<file path="src/sha256_pkg.sv">
// SHA-256 shared definitions
`default_nettype none

package sha256_pkg;

  // --------------------
  // Widths
  // --------------------
  typedef logic [31:0]  word_t;
  typedef logic [7:0]   addr_t;
  typedef logic [511:0] block_t;
  // Word 0 (h0 or a) sits in the top 32 bits
  typedef logic [255:0] digest_t;
  typedef logic [5:0]   round_t;
  typedef logic [1:0]   resp_t;

  // AXI response codes
  localparam resp_t resp_okay   = 2'b00;
  localparam resp_t resp_slverr = 2'b10;

  // Register byte offsets
  localparam addr_t ctrl_off     = 8'h00;
  localparam addr_t status_off   = 8'h04;
  localparam addr_t intr_sts_off = 8'h08;
  localparam addr_t intr_en_off  = 8'h0C;
  localparam addr_t block_off    = 8'h40;
  localparam addr_t digest_off   = 8'h80;

  // --------------------
  // Hash constants
  // --------------------
  localparam word_t k_table [64] = '{
    32'h428a2f98, 32'h71374491, 32'hb5c0fbcf, 32'he9b5dba5,
    32'h3956c25b, 32'h59f111f1, 32'h923f82a4, 32'hab1c5ed5,
    32'hd807aa98, 32'h12835b01, 32'h243185be, 32'h550c7dc3,
    32'h72be5d74, 32'h80deb1fe, 32'h9bdc06a7, 32'hc19bf174,
    32'he49b69c1, 32'hefbe4786, 32'h0fc19dc6, 32'h240ca1cc,
    32'h2de92c6f, 32'h4a7484aa, 32'h5cb0a9dc, 32'h76f988da,
    32'h983e5152, 32'ha831c66d, 32'hb00327c8, 32'hbf597fc7,
    32'hc6e00bf3, 32'hd5a79147, 32'h06ca6351, 32'h14292967,
    32'h27b70a85, 32'h2e1b2138, 32'h4d2c6dfc, 32'h53380d13,
    32'h650a7354, 32'h766a0abb, 32'h81c2c92e, 32'h92722c85,
    32'ha2bfe8a1, 32'ha81a664b, 32'hc24b8b70, 32'hc76c51a3,
    32'hd192e819, 32'hd6990624, 32'hf40e3585, 32'h106aa070,
    32'h19a4c116, 32'h1e376c08, 32'h2748774c, 32'h34b0bcb5,
    32'h391c0cb3, 32'h4ed8aa4a, 32'h5b9cca4f, 32'h682e6ff3,
    32'h748f82ee, 32'h78a5636f, 32'h84c87814, 32'h8cc70208,
    32'h90befffa, 32'ha4506ceb, 32'hbef9a3f7, 32'hc67178f2
  };

  // Initial chaining values, h0 first
  localparam digest_t h0_sha256 = {
    32'h6a09e667, 32'hbb67ae85, 32'h3c6ef372, 32'ha54ff53a,
    32'h510e527f, 32'h9b05688c, 32'h1f83d9ab, 32'h5be0cd19
  };
  localparam digest_t h0_sha224 = {
    32'hc1059ed8, 32'h367cd507, 32'h3070dd17, 32'hf70e5939,
    32'hffc00b31, 32'h68581511, 32'h64f98fa7, 32'hbefa4fa4
  };

  // Rotate right, used by both schedule and round logic
  function automatic word_t rotr(word_t x, int unsigned n);
    return (x >> n) | (x << (32 - n));
  endfunction

  // --------------------
  // Core interface
  // --------------------
  typedef struct packed {
    logic   init;
    logic   next;
    logic   mode;
    block_t block;
  } core_cmd_t;

  typedef struct packed {
    logic    ready;
    logic    digest_valid;
    digest_t digest;
  } core_rsp_t;

  typedef enum logic [1:0] {
    idle,
    rounds,
    finish
  } core_state_t;

endpackage

`default_nettype wire

</file>
<file path="src/sha256.sv">
// SHA-256 accelerator top
`default_nettype none

module sha256 (
  input  logic              clk,
  input  logic              reset_n,
  input  logic              awvalid,
  output logic              awready,
  input  sha256_pkg::addr_t awaddr,
  input  logic              wvalid,
  output logic              wready,
  input  sha256_pkg::word_t wdata,
  input  logic [3:0]        wstrb,
  output logic              bvalid,
  input  logic              bready,
  output sha256_pkg::resp_t bresp,
  input  logic              arvalid,
  output logic              arready,
  input  sha256_pkg::addr_t araddr,
  output logic              rvalid,
  input  logic              rready,
  output sha256_pkg::word_t rdata,
  output sha256_pkg::resp_t rresp,
  output logic              error_intr,
  output logic              notif_intr
);

  // Register block to core and back
  sha256_pkg::core_cmd_t cmd;
  sha256_pkg::core_rsp_t rsp;

  sha256_regs u_regs (
    .clk        (clk),
    .reset_n    (reset_n),
    .awvalid    (awvalid),
    .awready    (awready),
    .awaddr     (awaddr),
    .wvalid     (wvalid),
    .wready     (wready),
    .wdata      (wdata),
    .wstrb      (wstrb),
    .bvalid     (bvalid),
    .bready     (bready),
    .bresp      (bresp),
    .arvalid    (arvalid),
    .arready    (arready),
    .araddr     (araddr),
    .rvalid     (rvalid),
    .rready     (rready),
    .rdata      (rdata),
    .rresp      (rresp),
    .rsp        (rsp),
    .cmd        (cmd),
    .error_intr (error_intr),
    .notif_intr (notif_intr)
  );

  sha256_core u_core (
    .clk     (clk),
    .reset_n (reset_n),
    .cmd     (cmd),
    .rsp     (rsp)
  );

endmodule

`default_nettype wire

</file>
<file path="src/sha256_core.sv">
// SHA-256 compression core
`default_nettype none

module sha256_core (
  input  logic                  clk,
  input  logic                  reset_n,
  input  sha256_pkg::core_cmd_t cmd,
  output sha256_pkg::core_rsp_t rsp
);

  sha256_pkg::core_state_t state;
  sha256_pkg::round_t      round;
  sha256_pkg::digest_t     h_q;
  // Working variables a..h, a in the top word
  sha256_pkg::digest_t     wv_q;
  sha256_pkg::digest_t     start_h;
  sha256_pkg::word_t       w;
  logic                    start;
  logic                    digest_valid_q;

  // --------------------
  // Round functions
  // --------------------
  function automatic sha256_pkg::word_t big_sigma0(sha256_pkg::word_t x);
    return sha256_pkg::rotr(x, 2) ^ sha256_pkg::rotr(x, 13) ^ sha256_pkg::rotr(x, 22);
  endfunction

  function automatic sha256_pkg::word_t big_sigma1(sha256_pkg::word_t x);
    return sha256_pkg::rotr(x, 6) ^ sha256_pkg::rotr(x, 11) ^ sha256_pkg::rotr(x, 25);
  endfunction

  // One compression step, kw is K[t] + W[t]
  function automatic sha256_pkg::digest_t round_step(sha256_pkg::digest_t v,
                                                     sha256_pkg::word_t kw);
    sha256_pkg::word_t a, b, c, d, e, f, g, h;
    sha256_pkg::word_t t1, t2;
    {a, b, c, d, e, f, g, h} = v;
    t1 = h + big_sigma1(e) + ((e & f) ^ (~e & g)) + kw;
    t2 = big_sigma0(a) + ((a & b) ^ (a & c) ^ (b & c));
    return {t1 + t2, a, b, c, d + t1, e, f, g};
  endfunction

  // Word-wise add of two hash states
  function automatic sha256_pkg::digest_t add_words(sha256_pkg::digest_t x,
                                                    sha256_pkg::digest_t y);
    sha256_pkg::digest_t sum;
    for (int i = 0; i < 8; i++) begin
      sum[i * 32 +: 32] = x[i * 32 +: 32] + y[i * 32 +: 32];
    end
    return sum;
  endfunction

  // --------------------
  // Control
  // --------------------
  // Commands count only while idle
  assign start = (cmd.init | cmd.next) && (state == sha256_pkg::idle);

  // Init restarts the chain; next continues from the last digest
  always_comb begin
    start_h = h_q;
    if (cmd.init) begin
      start_h = cmd.mode ? sha256_pkg::h0_sha224 : sha256_pkg::h0_sha256;
    end
  end

  always_ff @(posedge clk or negedge reset_n) begin
    if (!reset_n) begin
      state          <= sha256_pkg::idle;
      round          <= '0;
      digest_valid_q <= 1'b0;
      h_q            <= '0;
    end else begin
      case (state)
        sha256_pkg::idle: begin
          if (start) begin
            state          <= sha256_pkg::rounds;
            round          <= '0;
            digest_valid_q <= 1'b0;
            h_q            <= start_h;
          end
        end
        sha256_pkg::rounds: begin
          round <= round + 6'd1;
          if (round == 6'd63) begin
            state <= sha256_pkg::finish;
          end
        end
        sha256_pkg::finish: begin
          // Fold working variables into the chain
          h_q            <= add_words(h_q, wv_q);
          digest_valid_q <= 1'b1;
          state          <= sha256_pkg::idle;
        end
        default: state <= sha256_pkg::idle;
      endcase
    end
  end

  // Datapath, one round per cycle
  always_ff @(posedge clk) begin
    if (start) begin
      wv_q <= start_h;
    end else if (state == sha256_pkg::rounds) begin
      wv_q <= round_step(wv_q, sha256_pkg::k_table[round] + w);
    end
  end

  sha256_w_mem u_w_mem (
    .clk     (clk),
    .reset_n (reset_n),
    .block   (cmd.block),
    .load    (start),
    .advance (state == sha256_pkg::rounds),
    .w       (w)
  );

  assign rsp.ready        = (state == sha256_pkg::idle);
  assign rsp.digest_valid = digest_valid_q;
  assign rsp.digest       = h_q;

endmodule

`default_nettype wire

</file>
<file path="src/sha256_regs.sv">
// SHA-256 AXI4-Lite registers
`default_nettype none

module sha256_regs (
  input  logic                  clk,
  input  logic                  reset_n,
  input  logic                  awvalid,
  output logic                  awready,
  input  sha256_pkg::addr_t     awaddr,
  input  logic                  wvalid,
  output logic                  wready,
  input  sha256_pkg::word_t     wdata,
  // Full-word writes only, strobes ignored
  input  logic [3:0]            wstrb,
  output logic                  bvalid,
  input  logic                  bready,
  output sha256_pkg::resp_t     bresp,
  input  logic                  arvalid,
  output logic                  arready,
  input  sha256_pkg::addr_t     araddr,
  output logic                  rvalid,
  input  logic                  rready,
  output sha256_pkg::word_t     rdata,
  output sha256_pkg::resp_t     rresp,
  input  sha256_pkg::core_rsp_t rsp,
  output sha256_pkg::core_cmd_t cmd,
  output logic                  error_intr,
  output logic                  notif_intr
);

  sha256_pkg::word_t block_q [16];
  sha256_pkg::word_t rd_data;
  logic mode_q, init_q, next_q;
  logic notif_sts, error_sts, notif_en, error_en;
  logic valid_q;
  logic wr_fire, rd_fire, rd_err, wr_err;
  logic wr_ctrl, wr_ists, wr_ien, wr_blk, cmd_busy;
  logic notif_set, error_set;

  // Aligned word inside a window of registers
  function automatic logic in_range(sha256_pkg::addr_t a, sha256_pkg::addr_t base,
                                    int unsigned words);
    return (a[1:0] == 2'b00) && (a >= base) && (int'(a) < int'(base) + 4 * words);
  endfunction

  // --------------------
  // Handshakes
  // --------------------
  // aw and w only complete together, never one alone
  assign awready = ~bvalid & (wvalid | ~awvalid);
  assign wready  = ~bvalid & (awvalid | ~wvalid);
  assign arready = ~rvalid;
  assign wr_fire = awvalid & wvalid & ~bvalid;
  assign rd_fire = arvalid & ~rvalid;

  // Write decode; status and digest are read-only
  assign wr_ctrl = (awaddr == sha256_pkg::ctrl_off);
  assign wr_ists = (awaddr == sha256_pkg::intr_sts_off);
  assign wr_ien  = (awaddr == sha256_pkg::intr_en_off);
  assign wr_blk  = in_range(awaddr, sha256_pkg::block_off, 16);
  assign wr_err  = ~(wr_ctrl | wr_ists | wr_ien | wr_blk);
  // Command while hashing, dropped but answered OKAY
  assign cmd_busy = wr_ctrl & (wdata[0] | wdata[1]) & ~rsp.ready;

  // Read mux
  always_comb begin
    rd_data = '0;
    rd_err  = 1'b0;
    if (araddr == sha256_pkg::ctrl_off) begin
      rd_data = {29'b0, mode_q, 2'b00};
    end else if (araddr == sha256_pkg::status_off) begin
      rd_data = {30'b0, rsp.digest_valid, rsp.ready};
    end else if (araddr == sha256_pkg::intr_sts_off) begin
      rd_data = {30'b0, error_sts, notif_sts};
    end else if (araddr == sha256_pkg::intr_en_off) begin
      rd_data = {30'b0, error_en, notif_en};
    end else if (in_range(araddr, sha256_pkg::block_off, 16)) begin
      rd_data = block_q[araddr[5:2]];
    end else if (in_range(araddr, sha256_pkg::digest_off, 8)) begin
      rd_data = rsp.digest[(7 - int'(araddr[4:2])) * 32 +: 32];
    end else begin
      rd_err = 1'b1;
    end
  end

  // Completion on the rising edge of digest_valid
  assign notif_set = rsp.digest_valid & ~valid_q;
  assign error_set = (wr_fire & (wr_err | cmd_busy)) | (rd_fire & rd_err);

  // --------------------
  // Control registers
  // --------------------
  always_ff @(posedge clk or negedge reset_n) begin
    if (!reset_n) begin
      bvalid     <= 1'b0;
      bresp      <= sha256_pkg::resp_okay;
      rvalid     <= 1'b0;
      rdata      <= '0;
      rresp      <= sha256_pkg::resp_okay;
      mode_q     <= 1'b0;
      init_q     <= 1'b0;
      next_q     <= 1'b0;
      notif_en   <= 1'b0;
      error_en   <= 1'b0;
      notif_sts  <= 1'b0;
      error_sts  <= 1'b0;
      valid_q    <= 1'b0;
      notif_intr <= 1'b0;
      error_intr <= 1'b0;
    end else begin
      // Command bits are single-cycle pulses
      init_q  <= 1'b0;
      next_q  <= 1'b0;
      valid_q <= rsp.digest_valid;
      if (bvalid && bready) begin
        bvalid <= 1'b0;
      end
      if (wr_fire) begin
        bvalid <= 1'b1;
        bresp  <= wr_err ? sha256_pkg::resp_slverr : sha256_pkg::resp_okay;
        if (wr_ctrl) begin
          mode_q <= wdata[2];
          init_q <= wdata[0] & rsp.ready;
          next_q <= wdata[1] & rsp.ready;
        end
        if (wr_ien) begin
          notif_en <= wdata[0];
          error_en <= wdata[1];
        end
      end
      if (rvalid && rready) begin
        rvalid <= 1'b0;
      end
      if (rd_fire) begin
        rvalid <= 1'b1;
        rdata  <= rd_data;
        rresp  <= rd_err ? sha256_pkg::resp_slverr : sha256_pkg::resp_okay;
      end
      // Sticky status, write 1 to clear, hardware set wins
      notif_sts  <= notif_set | (notif_sts & ~(wr_fire & wr_ists & wdata[0]));
      error_sts  <= error_set | (error_sts & ~(wr_fire & wr_ists & wdata[1]));
      notif_intr <= notif_sts & notif_en;
      error_intr <= error_sts & error_en;
    end
  end

  // Message block words
  always_ff @(posedge clk) begin
    if (wr_fire && wr_blk) begin
      block_q[awaddr[5:2]] <= wdata;
    end
  end

  // Command to the core, word 0 in the top bits
  always_comb begin
    cmd.init = init_q;
    cmd.next = next_q;
    cmd.mode = mode_q;
    for (int i = 0; i < 16; i++) begin
      cmd.block[(15 - i) * 32 +: 32] = block_q[i];
    end
  end

endmodule

`default_nettype wire

</file>
<file path="src/sha256_w_mem.sv">
// SHA-256 message schedule
`default_nettype none

module sha256_w_mem (
  input  logic               clk,
  input  logic               reset_n,
  input  sha256_pkg::block_t block,
  input  logic               load,
  input  logic               advance,
  output sha256_pkg::word_t  w
);

  // Sliding window, entry 0 is the word of the current round
  sha256_pkg::word_t win [16];
  sha256_pkg::word_t w_new;

  function automatic sha256_pkg::word_t small_sigma0(sha256_pkg::word_t x);
    return sha256_pkg::rotr(x, 7) ^ sha256_pkg::rotr(x, 18) ^ (x >> 3);
  endfunction

  function automatic sha256_pkg::word_t small_sigma1(sha256_pkg::word_t x);
    return sha256_pkg::rotr(x, 17) ^ sha256_pkg::rotr(x, 19) ^ (x >> 10);
  endfunction

  // W[t+16] from W[t], W[t+1], W[t+9], W[t+14]
  always_comb begin
    w_new = small_sigma1(win[14]) + win[9] + small_sigma0(win[1]) + win[0];
  end

  always_ff @(posedge clk or negedge reset_n) begin
    if (!reset_n) begin
      for (int i = 0; i < 16; i++) begin
        win[i] <= '0;
      end
    end else if (load) begin
      // First message word lives in the top bits of the block
      for (int i = 0; i < 16; i++) begin
        win[i] <= block[(15 - i) * 32 +: 32];
      end
    end else if (advance) begin
      for (int i = 0; i < 15; i++) begin
        win[i] <= win[i + 1];
      end
      win[15] <= w_new;
    end
  end

  assign w = win[0];

endmodule

`default_nettype wire

</file>
<file path="config.mk">
export PLATFORM = sky130hd
export DESIGN_NAME = sha256
export DESIGN_NICKNAME = d
export VERILOG_FILES = /design/src/sha256_pkg.sv /design/src/sha256.sv /design/src/sha256_core.sv /design/src/sha256_regs.sv /design/src/sha256_w_mem.sv
export SDC_FILE = /design/constraint.sdc
export NUM_CORES = 2
export LEC_CHECK = 0
export ABC_CLOCK_PERIOD_IN_PS = 24600
export BUFFER_PORTS_ARGS = -buffer_cell sky130_fd_sc_hd__buf_2
export CORE_MARGIN = 2
export CORE_UTILIZATION = 65
export CTS_BUF_LIST = sky130_fd_sc_hd__clkbuf_2 sky130_fd_sc_hd__clkbuf_4 sky130_fd_sc_hd__clkbuf_8
export DETAILED_ROUTE_END_ITERATION = 7
export PLACE_DENSITY = 0.82
export SLEW_MARGIN = 20
export SYNTH_ARGS = -nofsm -noshare
export SYNTH_HDL_FRONTEND = slang
export SYNTH_SLANG_ARGS = --single-unit
</file>
<file path="constraint.sdc">
create_clock -name clk -period 24.6 [get_ports clk]
set_input_delay 2.46 -clock clk [delete_from_list [all_inputs] [get_ports clk]]
set_output_delay 2.46 -clock clk [all_outputs]
set_load 0.1 [all_outputs]
</file>
==> impl_metrics.ini <==
[drt]
detail-route-antenna-nets = 0
drc = 0
met1_length_um = 114900
viasPerCell = 6.856
vias = 78660
routedWlPerCell_um = 28.31
drtIter0Drc = 10970
first_pass_iters = 8
wl_met2_um = 140900
dr_wl_met3_um = 42540
routed_wl_um = 324800
highest_layer = met5

[timing]
relSlewSlack_pct = 18.41
timing.setup.tns_ns = 0
setup_violations = 0
drv_slew = 0
grt_setup_unrepaired = no
fin_skew_ns = 0.07415
fmax_mhz = 93.09
hold_viol_final = 0
period_minus_slack_ns = 10.74
finalCritPeriodShare_pct = 43.67
worst_pin_slew_ns = 1.211

[worst_setup_path]
reg2reg_setup_slack_ns = 13.86
crit_path_max_incr_delay_ns = 1.11
crit_required_ns = 25.30
cp-end-kind = register
start_kind = register
worstSetupPathType = register to register
crit-reg2reg-launch = u_core.round[0]
arrival_ns = 11.44
reg2regPathDepth = 32
timing.rr.end = u_core.wv_q[125]
critical_path.most_common_cell = a21oi_1
cp_max_fo = 21
slowest_stage = ha_1

[placement]
dp_hpwl_um = 220000
numPortBuffers = 95
place.gp.congestion = 1.035

[logic_synthesis]
async_reset_ff_share_pct = 51.73
synthAdderAreaFrac_pct = 9.498
yosys.area_share.xor_xnor_pct = 5.226
synth_top_family_by_area = compound AO/OA/AOI/OAI gates
yosysSeqAreaShare_pct = 45.86
synth_top_cell_by_area = edfxtp_1
yosys_warnings = 0
syn_avg_cell_area_um2 = 10.03
syn_inst = 9489
synth_seq_cells = 1591
synth_top_area_share_pct = 24.23
synth_mux_area_share_pct = 6.399
synth_compound_area_share_pct = 15.51
synth_cell_types = 102
ys.flop_type = dfrtp_1
yosys-top-cells-area = edfxtp_1 24%, dfrtp_1 22%, nand2_1 5.6%, mux4_2 5.5%, ha_1 5.2%
yosys.area_share.simple_pct = 13.49
netlist_area_um2 = 95190
synth_edf_count = 768

[die]
rows = 140
core_area_um2 = 145600
die_w_um = 386.7
die_area_um2 = 149500
io_pins = 102
start_util_pct = 65.39
die_y_um = 386.7

[flow_run]
cap_violations = 0

[grt]
overflow = 0
antenna_found_initial = 21
first_global_vias = 75680
grt_max_degree = 248
track_usage_pct = 43.09
grt_first_pass_wirelength_um = 480400

[cts]
cts_buffers = 289
cts_hold_buf = 0
h-tree-depth = 5
post_cts_resize_count = 0
cts-root-buf = clkbuf_8
clkTransAtPathRegs_ns = 0.06
clock_latency_ns = 1.04
post_cts_buffers = 0
clock_path_buffers = 4
tritoncts = done
cts_sinks = 1591

[worst_hold_path]
hp-start = u_core.digest_valid_q
whs_endpoint = u_regs.valid_q
holdCritPathClass = register to register
holdPathStages = 0

[final_layout]
final_common_cell = nand2_1
area_growth_pct = 7.854
nets = 9982
layout_common_cells = 1419 x nand2_1, 912 x nor2_1, 819 x dfrtp_1, 768 x edfxtp_1, 628 x a31oi_1
drive_gt1_share_pct = 10.70

[status]
status = finished clean
[cell families after synthesis]
group | Yosys count
AOI/OAI and AO/OA | 2375
xor gates and xnor gates | 568
adders and majority gates | 610
buffers and inverters | 1004
DFF | 1591
muxes | 318
other | 1
and+or+nand+nor | 3022
[state kept, by name (all words and copies together), names as in the netlist, 2 cells and up]
name	cells
u_regs.block_q	512
u_core.u_w_mem.win	480
u_core.h_q	256
u_core.wv_q	256
u_core.u_w_mem.w	32
u_regs.rdata	32
u_core.round	6
u_core.state	2
[layer usage]
metal | global-route usage [%] | vias up
met2 | 63.15 | 5451
li1 | - | 33620
met1 | 55.36 | 38310
met5 | 0 | -
met3 | 12.53 | 1255
met4 | 30.15 | 20
[worst max path at each step]
| stage | from | end | slack, ns | cells past startpoint |
|---|---|---|---|---|
| 2_1_floorplan | u_core.state[1] | u_core.wv_q[0] | 15.55 | 6 |
| 3_3_place_gp | u_core.round[0] | u_core.wv_q[255] | 14.27 | 35 |
| 3_5_place_dp | u_core.round[0] | u_core.wv_q[255] | 14.23 | 35 |
| 4_1_cts | u_core.round[0] | u_core.wv_q[255] | 14.17 | 35 |
| 5_1_grt | u_core.round[0] | u_core.wv_q[255] | 13.54 | 35 |
| 6_report | u_core.round[0] | u_core.wv_q[125] | 13.86 | 32 |
[final cells by class]
type                            count  area, um2
Multi-Input combinational cell   6895      47960
Sequential cell                  1591      43660
Fill cell                       10470      42900
Clock buffer                      458       5465
Tap cell                         1917       2399
Timing Repair Buffer              217       1548
Inverter                          341       1289
Clock inverter                     45      316.6
Antenna cell                        9      22.52
[critical path: cells and delay by family, from the launching register on]
family,cells,cell delay (ns)
flops,1,0.35
compound gates,16,4.35
xor+xnor,2,0.88
fa+ha+maj,6,3.17
simple gates,5,1.00
buf+inv,3,0.68
[per-stage QoR]
step | util [%] | hold slack, ns | setup WS (ns) | area [um2] | instances
global route | 70.52 | 0.4296 | 13.54 | 102700 | 11470
CTS | 70.49 | 0.4106 | 14.17 | 102600 | 11460
global placement | 66.52 | 0.3964 | 14.27 | 96820 | 10960
floorplan | - | 0.3741 | 15.55 | 95200 | 9490
detailed placement | 66.52 | 0.3951 | 14.23 | 96830 | 10960
finish | 70.53 | 0.4079 | 13.86 | 102700 | 11470
[cell usage after synthesis (14+ instances only)]
cell type	n
mux4_2	231
nand2b_1	149
a211oi_1	89
a22o_1	46
o21ai_1	149
fa_1	195
o21bai_1	48
nand2_1	1427
xor2_1	194
and3_1	35
clkbuf_1	588
nor3_1	99
xnor2_1	374
nor2b_1	80
o211ai_1	50
a311oi_1	14
or3_1	30
o31ai_1	41
a221o_1	15
and2_1	22
maj3_1	22
a21oi_1	565
o21ai_0	331
o21a_1	55
edfxtp_1	768
inv_1	333
o22ai_1	21
a21o_1	173
a221oi_1	17
mux2i_1	73
a31oi_1	628
nand3_1	141
nor2_1	930
buf_1	64
dfrtp_1	823
nand4_1	24
ha_1	393
Power is left out: the tool's default activity adds up to more than one toggle a clock period on the data nets, which glitch-free logic cannot reach.
